$ cat src/mdc_pkg.sv
// shared widths, mode encoding and packed types
// for the hamming-protected matrix determinant calculator
`default_nettype none

package mdc_pkg;

    // ========================================
    // widths
    // ========================================

    // one corrected matrix entry
    localparam int ENTRY_W = 11;
    // corrected mode payload
    localparam int MODE_W = 5;
    // matrix side and entry count
    localparam int DIM = 4;
    localparam int N_ENTRIES = DIM * DIM;
    // 11x11 product plus one bit for the difference
    localparam int DET2_W = 23;
    // 3x3 result field, sign extended in the output word
    localparam int DET3_W = 51;
    // nine det2 fields or four det3 fields plus three pad bits
    localparam int OUT_W = 207;

    // ========================================
    // scalar types
    // ========================================

    typedef logic signed [ENTRY_W-1:0] entry_t;
    typedef logic [MODE_W-1:0] mode_t;

    // only these two payloads start a run
    typedef enum mode_t {
        MODE_DET2 = 5'b00100,
        MODE_DET3 = 5'b00110
    } det_mode_e;

    // ========================================
    // bundles between the stages
    // ========================================

    // one entry per accepted input cycle
    typedef struct packed {
        entry_t    entry;
        // only meaningful on the first beat of a run
        det_mode_e mode;
        // marks the sixteenth entry
        logic      last;
    } entry_beat_t;

    // row-major, element 0 is row 0 column 0
    typedef entry_t [N_ENTRIES-1:0] matrix_t;

    // complete matrix handed to the engine
    typedef struct packed {
        det_mode_e mode;
        matrix_t   mat;
    } job_t;

    typedef logic [OUT_W-1:0] result_t;

endpackage

`default_nettype wire
$ cat src/mdc_top.sv
// top level: input stage, matrix buffer and determinant engine
`default_nettype none

module mdc_top #(
    // entries per run, shared by the input stage and the buffer
    parameter int RUN_LEN = mdc_pkg::N_ENTRIES
) (
    input  wire logic         clk,
    input  wire logic         rst_n,
    input  wire logic         in_valid,
    input  wire logic [8:0]   in_mode,
    input  wire logic [14:0]  in_data,
    output logic              out_valid,
    output mdc_pkg::result_t  out_data
);

    // ========================================
    // stage to stage links
    // ========================================

    logic                 beat_valid;
    mdc_pkg::entry_beat_t beat;
    logic                 job_valid;
    mdc_pkg::job_t        job;

    // corrects codewords, drops bad-mode runs
    mdc_input_stage #(
        .RUN_LEN (RUN_LEN)
    ) u_input_stage (
        .clk        (clk),
        .rst_n      (rst_n),
        .in_valid   (in_valid),
        .in_mode    (in_mode),
        .in_data    (in_data),
        .beat_valid (beat_valid),
        .beat       (beat)
    );

    // assembles the matrix, one job per run
    matrix_buffer #(
        .RUN_LEN (RUN_LEN)
    ) u_matrix_buffer (
        .clk        (clk),
        .rst_n      (rst_n),
        .beat_valid (beat_valid),
        .beat       (beat),
        .job_valid  (job_valid),
        .job        (job)
    );

    // 9 or 12 compute steps, then a one-cycle result
    det_engine u_det_engine (
        .clk       (clk),
        .rst_n     (rst_n),
        .job_valid (job_valid),
        .job       (job),
        .out_valid (out_valid),
        .out_data  (out_data)
    );

endmodule

`default_nettype wire

$ cat src/det_engine.sv
// determinant engine: window sequencer, shared 2x2 minor,
// 3x3 cofactor accumulation and the packed result register
`default_nettype none

module det_engine (
    input  wire logic           clk,
    input  wire logic           rst_n,
    input  wire logic           job_valid,
    input  wire mdc_pkg::job_t  job,
    output logic                out_valid,
    output mdc_pkg::result_t    out_data
);

    // 11-bit pivot times 23-bit minor, summed three times
    localparam int ACC_W = 36;
    localparam int OUT_W = mdc_pkg::OUT_W;
    localparam int DET2_W = mdc_pkg::DET2_W;
    localparam int DET3_W = mdc_pkg::DET3_W;

    mdc_pkg::matrix_t          mat_q;
    mdc_pkg::det_mode_e        mode_q;
    mdc_pkg::result_t          res;
    logic                      busy;
    // window row, window column, cofactor index
    logic [1:0]                wr;
    logic [1:0]                wc;
    logic [1:0]                k;
    logic                      is_det3;
    logic [1:0]                win_max;
    logic                      win_end;
    logic                      last_step;
    logic [1:0]                row_a;
    logic [1:0]                col_a;
    logic [1:0]                col_b;
    logic signed [DET2_W-1:0]  minor;
    logic signed [ACC_W-1:0]   term;
    logic signed [ACC_W-1:0]   acc;
    logic signed [ACC_W-1:0]   acc_next;

    function automatic mdc_pkg::entry_t elem(input mdc_pkg::matrix_t m,
                                             input logic [1:0] r,
                                             input logic [1:0] c);
        return m[int'(r) * mdc_pkg::DIM + int'(c)];
    endfunction

    // ========================================
    // window sequencer
    // ========================================

    assign is_det3 = (mode_q == mdc_pkg::MODE_DET3);
    // last window origin, 2 for 2x2 windows and 1 for 3x3 windows
    assign win_max = is_det3 ? 2'(mdc_pkg::DIM - 3) : 2'(mdc_pkg::DIM - 2);
    // det2 finishes a window every step, det3 after the third cofactor
    assign win_end = !is_det3 || (k == 2'd2);
    assign last_step = busy && win_end && (wr == win_max) && (wc == win_max);

    always_ff @(posedge clk or negedge rst_n) begin
        if (!rst_n) begin
            busy      <= 1'b0;
            out_valid <= 1'b0;
            wr        <= '0;
            wc        <= '0;
            k         <= '0;
        end else begin
            out_valid <= last_step;
            if (job_valid) begin
                busy <= 1'b1;
                wr   <= '0;
                wc   <= '0;
                k    <= '0;
            end else if (busy) begin
                if (last_step) begin
                    busy <= 1'b0;
                end
                if (!win_end) begin
                    k <= k + 2'd1;
                end else begin
                    k <= '0;
                    // row-major walk over window origins
                    if (wc == win_max) begin
                        wc <= '0;
                        wr <= wr + 2'd1;
                    end else begin
                        wc <= wc + 2'd1;
                    end
                end
            end
        end
    end

    // ========================================
    // shared 2x2 minor
    // ========================================

    // det2 uses the window itself, det3 the two rows under the pivot row
    // with the pivot column left out
    always_comb begin
        if (is_det3) begin
            row_a = wr + 2'd1;
            col_a = (k == 2'd0) ? wc + 2'd1 : wc;
            col_b = (k == 2'd2) ? wc + 2'd1 : wc + 2'd2;
        end else begin
            row_a = wr;
            col_a = wc;
            col_b = wc + 2'd1;
        end
    end

    assign minor = elem(mat_q, row_a, col_a) * elem(mat_q, row_a + 2'd1, col_b)
                 - elem(mat_q, row_a, col_b) * elem(mat_q, row_a + 2'd1, col_a);

    // ========================================
    // cofactor accumulation
    // ========================================

    // first-row pivot of the current window
    assign term = elem(mat_q, wr, wc + k) * minor;

    // signs go + - + along the first row
    always_comb begin
        case (k)
            2'd0:    acc_next = term;
            2'd1:    acc_next = acc - term;
            default: acc_next = acc + term;
        endcase
    end

    // ========================================
    // job and result registers
    // ========================================

    always_ff @(posedge clk) begin
        if (job_valid) begin
            mat_q  <= job.mat;
            mode_q <= job.mode;
            // det3 leaves the top pad bits untouched, so start from zero
            res    <= '0;
        end else if (busy) begin
            acc <= acc_next;
            if (!is_det3) begin
                res <= {res[OUT_W-DET2_W-1:0], minor};
            end else if (k == 2'd2) begin
                res <= {res[OUT_W-DET3_W-1:0],
                        {(DET3_W - ACC_W){acc_next[ACC_W-1]}}, acc_next};
            end
        end
    end

    // zeros outside the strobe
    assign out_data = out_valid ? res : '0;

endmodule

`default_nettype wire

$ cat src/matrix_buffer.sv
// matrix buffer: shifts sixteen entry beats into a store
// and hands the finished matrix over as one job
`default_nettype none

module matrix_buffer #(
    parameter int RUN_LEN = mdc_pkg::N_ENTRIES
) (
    input  wire logic                  clk,
    input  wire logic                  rst_n,
    input  wire logic                  beat_valid,
    input  wire mdc_pkg::entry_beat_t  beat,
    output logic                       job_valid,
    output mdc_pkg::job_t              job
);

    mdc_pkg::entry_t [RUN_LEN-1:0] store;
    mdc_pkg::entry_t [RUN_LEN-1:0] store_next;
    mdc_pkg::det_mode_e            mode_q;
    // high between the first and the last beat of a matrix
    logic                          filling;

    // newest entry enters at the top, so the first one ends at index 0
    assign store_next = {beat.entry, store[RUN_LEN-1:1]};

    // ========================================
    // control
    // ========================================

    always_ff @(posedge clk or negedge rst_n) begin
        if (!rst_n) begin
            filling   <= 1'b0;
            job_valid <= 1'b0;
        end else begin
            job_valid <= beat_valid && beat.last;
            if (beat_valid) begin
                filling <= !beat.last;
            end
        end
    end

    // ========================================
    // store and job register
    // ========================================

    always_ff @(posedge clk) begin
        if (beat_valid) begin
            store <= store_next;
            // mode rides on the first beat only
            if (!filling) begin
                mode_q <= beat.mode;
            end
            // copy out so the store can refill while the engine works
            if (beat.last) begin
                job.mode <= filling ? mode_q : beat.mode;
                job.mat  <= store_next;
            end
        end
    end

endmodule

`default_nettype wire

$ cat src/mdc_input_stage.sv
// input stage: corrects mode and entry codewords, checks the mode
// and emits one registered entry beat per accepted input cycle
`default_nettype none

module mdc_input_stage #(
    parameter int RUN_LEN = mdc_pkg::N_ENTRIES
) (
    input  wire logic              clk,
    input  wire logic              rst_n,
    input  wire logic              in_valid,
    input  wire logic [8:0]        in_mode,
    input  wire logic [14:0]       in_data,
    output logic                   beat_valid,
    output mdc_pkg::entry_beat_t   beat
);

    localparam int MODE_CODE_W = 9;
    localparam int DATA_CODE_W = 15;
    localparam int CNT_W = $clog2(RUN_LEN);
    localparam logic [CNT_W-1:0] LAST_IDX = CNT_W'(RUN_LEN - 1);

    mdc_pkg::mode_t     mode_dec;
    mdc_pkg::entry_t    entry_dec;
    mdc_pkg::det_mode_e run_mode;
    logic [CNT_W-1:0]   cnt;
    logic               run_ok;
    logic               first;
    logic               last_cyc;
    logic               mode_ok;
    logic               accept;

    // ========================================
    // codeword correction
    // ========================================

    hamming_decoder #(
        .payload_t (mdc_pkg::mode_t),
        .CODE_W    (MODE_CODE_W)
    ) u_mode_dec (
        .code (in_mode),
        .data (mode_dec)
    );

    hamming_decoder #(
        .payload_t (mdc_pkg::entry_t),
        .CODE_W    (DATA_CODE_W)
    ) u_entry_dec (
        .code (in_data),
        .data (entry_dec)
    );

    // ========================================
    // run tracking
    // ========================================

    assign first    = (cnt == '0);
    assign last_cyc = (cnt == LAST_IDX);
    assign mode_ok  = (mode_dec == mdc_pkg::MODE_DET2) || (mode_dec == mdc_pkg::MODE_DET3);
    // first cycle decides from the live mode, the rest follow the flag
    assign accept   = first ? mode_ok : run_ok;

    // position inside the run, wraps after the last entry
    always_ff @(posedge clk or negedge rst_n) begin
        if (!rst_n) begin
            cnt    <= '0;
            run_ok <= 1'b0;
        end else if (in_valid) begin
            cnt <= last_cyc ? '0 : cnt + 1'b1;
            if (first) begin
                run_ok <= mode_ok;
            end
        end
    end

    always_ff @(posedge clk or negedge rst_n) begin
        if (!rst_n) begin
            beat_valid <= 1'b0;
        end else begin
            beat_valid <= in_valid && accept;
        end
    end

    // payload side, qualified by beat_valid downstream
    always_ff @(posedge clk) begin
        if (in_valid) begin
            if (first) begin
                run_mode <= mdc_pkg::det_mode_e'(mode_dec);
            end
            beat.entry <= entry_dec;
            beat.mode  <= first ? mdc_pkg::det_mode_e'(mode_dec) : run_mode;
            beat.last  <= last_cyc;
        end
    end

endmodule

`default_nettype wire

$ cat src/hamming_decoder.sv
// single-error-correcting hamming decoder
// position 1 is the codeword msb, parity at powers of two
`default_nettype none

module hamming_decoder #(
    parameter type payload_t = logic,
    parameter int CODE_W = 15
) (
    input  wire logic [CODE_W-1:0] code,
    output payload_t               data
);

    localparam int DATA_W = $bits(payload_t);
    // enough bits to name every codeword position
    localparam int SYN_W = $clog2(CODE_W + 1);

    logic [SYN_W-1:0]  syndrome;
    logic [CODE_W-1:0] fixed;
    logic [DATA_W-1:0] bits;

    // syndrome is the xor of the positions of all set bits
    always_comb begin
        syndrome = '0;
        for (int p = 1; p <= CODE_W; p++) begin
            if (code[CODE_W-p]) begin
                syndrome = syndrome ^ SYN_W'(p);
            end
        end
    end

    // flip the addressed position, ignore syndromes past the codeword end
    always_comb begin
        fixed = code;
        if (syndrome != '0 && int'(syndrome) <= CODE_W) begin
            fixed[CODE_W-int'(syndrome)] = ~code[CODE_W-int'(syndrome)];
        end
    end

    // gather the non-parity positions, first one lands in the data msb
    always_comb begin
        int k;
        k = DATA_W - 1;
        bits = '0;
        for (int p = 1; p <= CODE_W; p++) begin
            if ((p & (p - 1)) != 0) begin
                bits[k] = fixed[CODE_W-p];
                k = k - 1;
            end
        end
    end

    assign data = payload_t'(bits);

endmodule

`default_nettype wire

$ cat config.mk
export PLATFORM = sky130hd
export DESIGN_NAME = mdc_top
export DESIGN_NICKNAME = d
export VERILOG_FILES = /design/src/mdc_pkg.sv /design/src/mdc_top.sv /design/src/det_engine.sv /design/src/matrix_buffer.sv /design/src/mdc_input_stage.sv /design/src/hamming_decoder.sv
export SDC_FILE = /design/constraint.sdc
export NUM_CORES = 2
export LEC_CHECK = 0
export BUFFER_PORTS_ARGS = -buffer_cell sky130_fd_sc_hd__buf_2
export CORE_MARGIN = 8
export CORE_UTILIZATION = 57
export DETAILED_ROUTE_END_ITERATION = 8
export PLACE_DENSITY_LB_ADDON = 0.1
export SETUP_SLACK_MARGIN = 0.05
export SLEW_MARGIN = 20
export SYNTH_ARGS = -nofsm -noshare
export SYNTH_HDL_FRONTEND = slang
export SYNTH_SLANG_ARGS = --single-unit
$ cat constraint.sdc
create_clock -name clk -period 16.7 [get_ports clk]
set_input_delay 1.67 -clock clk [delete_from_list [all_inputs] [get_ports clk]]
set_output_delay 1.67 -clock clk [all_outputs]
set_load 0.03 [all_outputs]
==> impl_metrics.tcl <==
set metrics [dict create \
    avgSynthCellArea_um2 11.4 \
    coreArea_mm2 0.0967 \
    synth.ff_latch_count 808 \
    synth.area.top_cells "edfxtp_1, fa_1, dfxtp_1" \
    drive_above_1_share_pct 18.9 \
    synth-edff-count 585 \
    fin_cells 6631 \
    routed_via_density 5.64 \
    area_delta_synth_final_pct 14.1 \
    cp_slowest_cell "mux4_2" \
    synth_top_area_share_pct 31.5 \
    cp.arrival_ps 16650 \
    cts_buffers 84 \
    dp.final_hpwl_um 108000 \
    firstDrtPassIters 6 \
    die_y_um 329 \
    place_inst 6447 \
    cts-root-buf "clkbuf_16" \
    start_util_pct 57.6 \
    finalMaxSlewViolations 0 \
    initialDrtViolationCount 2782 \
    boundaryPins 235 \
    grt_pass1_wl_um 220000 \
    multi_input_area_mm2 0.0310 \
    min_path_type "flip-flop to flip-flop" \
    fin_skew_ps 58.1 \
    synthMuxAreaShare_pct 11.3 \
    async_flop_share_pct 1.98 \
    cp_max_fo 17 \
    grt_start_max_net_pins 161 \
    worst_pin_slew_ps 1100 \
    setup_violations 0 \
    ys_types 89 \
    yosysTopAreaCell "edfxtp_1" \
    drc 0 \
    synthAdderAreaFrac_pct 22.4 \
    wirelength_um 143000 \
    tritoncts "built" \
    die_area_mm2 0.108 \
    fin_crit_sh_pct 96.2 \
    dp_slack_ps -622 \
    clk_latency_ps 680 \
    slew_headroom_pct 26.8 \
    syn-num-nets 5624 \
    overflow 0 \
    max_cap_viol_count 0 \
    rows 114 \
    path_clk_slew_ps 60 \
    yosysWarningCount 0 \
    crit_path_frequent_cell "fa_1" \
    clkSinkCount 808 \
    first_global_vias 38100 \
    cp_top_family "adder cells" \
    dieWidth_um 329 \
    dr_total_vias 37400 \
    critPathLaunchType "flip-flop" \
    cts_hold_buffers 0 \
    synth_xor_area_share_pct 3.19 \
    ys.flop_type "edfxtp_1" \
    nFillCells 7517 \
    synthSimpleGateAreaFrac_pct 11.0 \
    status "finished, final reports clean" \
    fmax_ghz 0.0623 \
    htree_levels 3 \
    endpoint_kind "flip-flop" \
    period_needed_ps 16060 \
    avgRoutedWirePerCell_um 21.6 \
    yosysSeqAreaShare_pct 39.7 \
    cp_slowest_stage_delay_ps 590 \
    synth_area_mm2 0.0557 \
    seq_area_mm2 0.0221 \
    synth_compound_area_share_pct 6.54 \
    nets 6016 \
    ant_nets 0 \
    crit_buf_inv 23 \
    gp_congestion 0.918 \
    grt.total_usage_pct 26.0 \
    critical_path_class "flip-flop to flip-flop" \
    setup_slack_ps 637 \
    synth_cells 4896 \
    synth_top_family_by_area "adder cells" \
    insertedDiodeCount 0 \
    port_buffers 234 \
    clockBufferDepth 3 \
    antenna_found_initial 1 \
    worstPathRequired_ps 17290 \
    hold_viol 0 \
]
## metal layers
layer  up-vias  share of wire (%)  global-route usage, %
li1      17200                  -                      -
met1     18800                 42                   34.6
met2      1139                 50                   44.3
met3       272                4.8                   2.85
met4         0                3.8                   9.33
met5         -                  0                      0
## layout by cell type, fill, tap and decap left out, drive strengths merged, types with 207 or more instances in the layout
cell type / count
fa: 489
buf: 536
ha: 212
mux2i: 250
and2: 308
o21ai: 265
nand2: 444
dfxtp: 207
edfxtp: 585
nor2: 303
inv: 627
## flip-flops by register name, summed over array words and instances, names as in the netlist, 2 cells and up
register and flops:
u_det_engine.wc 2, u_det_engine.acc 36, u_det_engine.wr 2, u_det_engine.mode_q 5, u_matrix_buffer.job 181, u_input_stage.cnt 4
u_det_engine.mat_q 176, u_input_stage.beat 17, u_det_engine.k 2, u_det_engine.res 207, u_matrix_buffer.mode_q 5, u_matrix_buffer.store 165
## timing repair
item,in CTS,in global routing
endpoints found under the setup margin,17,29
cloned,1,3
buffers inserted,6,20
pin swaps,3,64
resized for setup,13,127
## cell usage after synthesis (all sizes together), types with 17 or more instances
cell type	count
a21o	31
nand2b	33
a211oi	28
xnor2	136
o211ai	17
xor2	64
and2	308
mux2i	250
nor3	26
nand3	17
ha	212
dfxtp	207
o21ai	265
o22ai	21
clkbuf	207
or2	17
nand2	444
nor2	303
edfxtp	585
a21oi	146
inv	623
buf	27
nor2b	70
mux4	146
fa	489
mux2	46
## path summary, 6_finish.rpt
path                                         startpoint  slack (ps)                         to  cells after the start
worst max-delay path             u_det_engine.mode_q[4]         640       u_det_engine.res[41]                     69
worst min-delay path            u_matrix_buffer.job[28]         390     u_det_engine.mat_q[28]                      0
worst max register to register   u_det_engine.mode_q[4]         640       u_det_engine.res[41]                     69
worst min register to register  u_matrix_buffer.job[28]         390     u_det_engine.mat_q[28]                      0
max in group asynchronous                         rst_n       15330   u_input_stage.beat_valid                      1
min in group asynchronous                         rst_n         960  u_matrix_buffer.job_valid                      1
## stage by stage
stage / hold slack, ps / area (µm²) / TNS (ps) / utilization [%]
2_1_floorplan: 400 / 55700 / 0 / -
3_3_place_gp: 400 / 59900 / -9280 / 62.0
3_5_place_dp: 405 / 59900 / -9850 / 62.0
4_1_cts: 384 / 62800 / 0 / 64.9
5_1_grt: 391 / 63600 / -93.9 / 65.7
6_report: 386 / 63600 / 0 / 65.7
## cell families (layout without fill, tap and decap cells)
logic type / Yosys count / in the layout
AND/OR/NAND/NOR: 1274 / 1274
buffers and inverters: 858 / 1317
flip-flops: 808 / 808
adder cells (fa/ha/maj): 703 / 703
AO/OA/AOI/OAI: 610 / 610
multiplexers: 442 / 442
XOR/XNOR: 201 / 201
## cell type report
class / instances / share of cell area [%]
Inverter: 624 / 3.68
Sequential cell: 808 / 34.8
Multi-Input combinational cell: 3230 / 48.8
Clock inverter: 32 / 0.461
Tap cell: 1276 / 2.51
Timing Repair Buffer: 540 / 6.00
Clock buffer: 121 / 3.75
## worst register-to-register path: cells and delay by family, from the launching register on
kind            cells  cell delay [ps]
mux                 2              910
compound gates     13             2230
buf+inv            23             2810
xor+xnor            4              590
simple gates       12             2450
fa+ha+maj          15             6640
flops               1              370
Power is not shown: default switching activity piles up to over one toggle a cycle in this logic, so the estimate is an artifact.
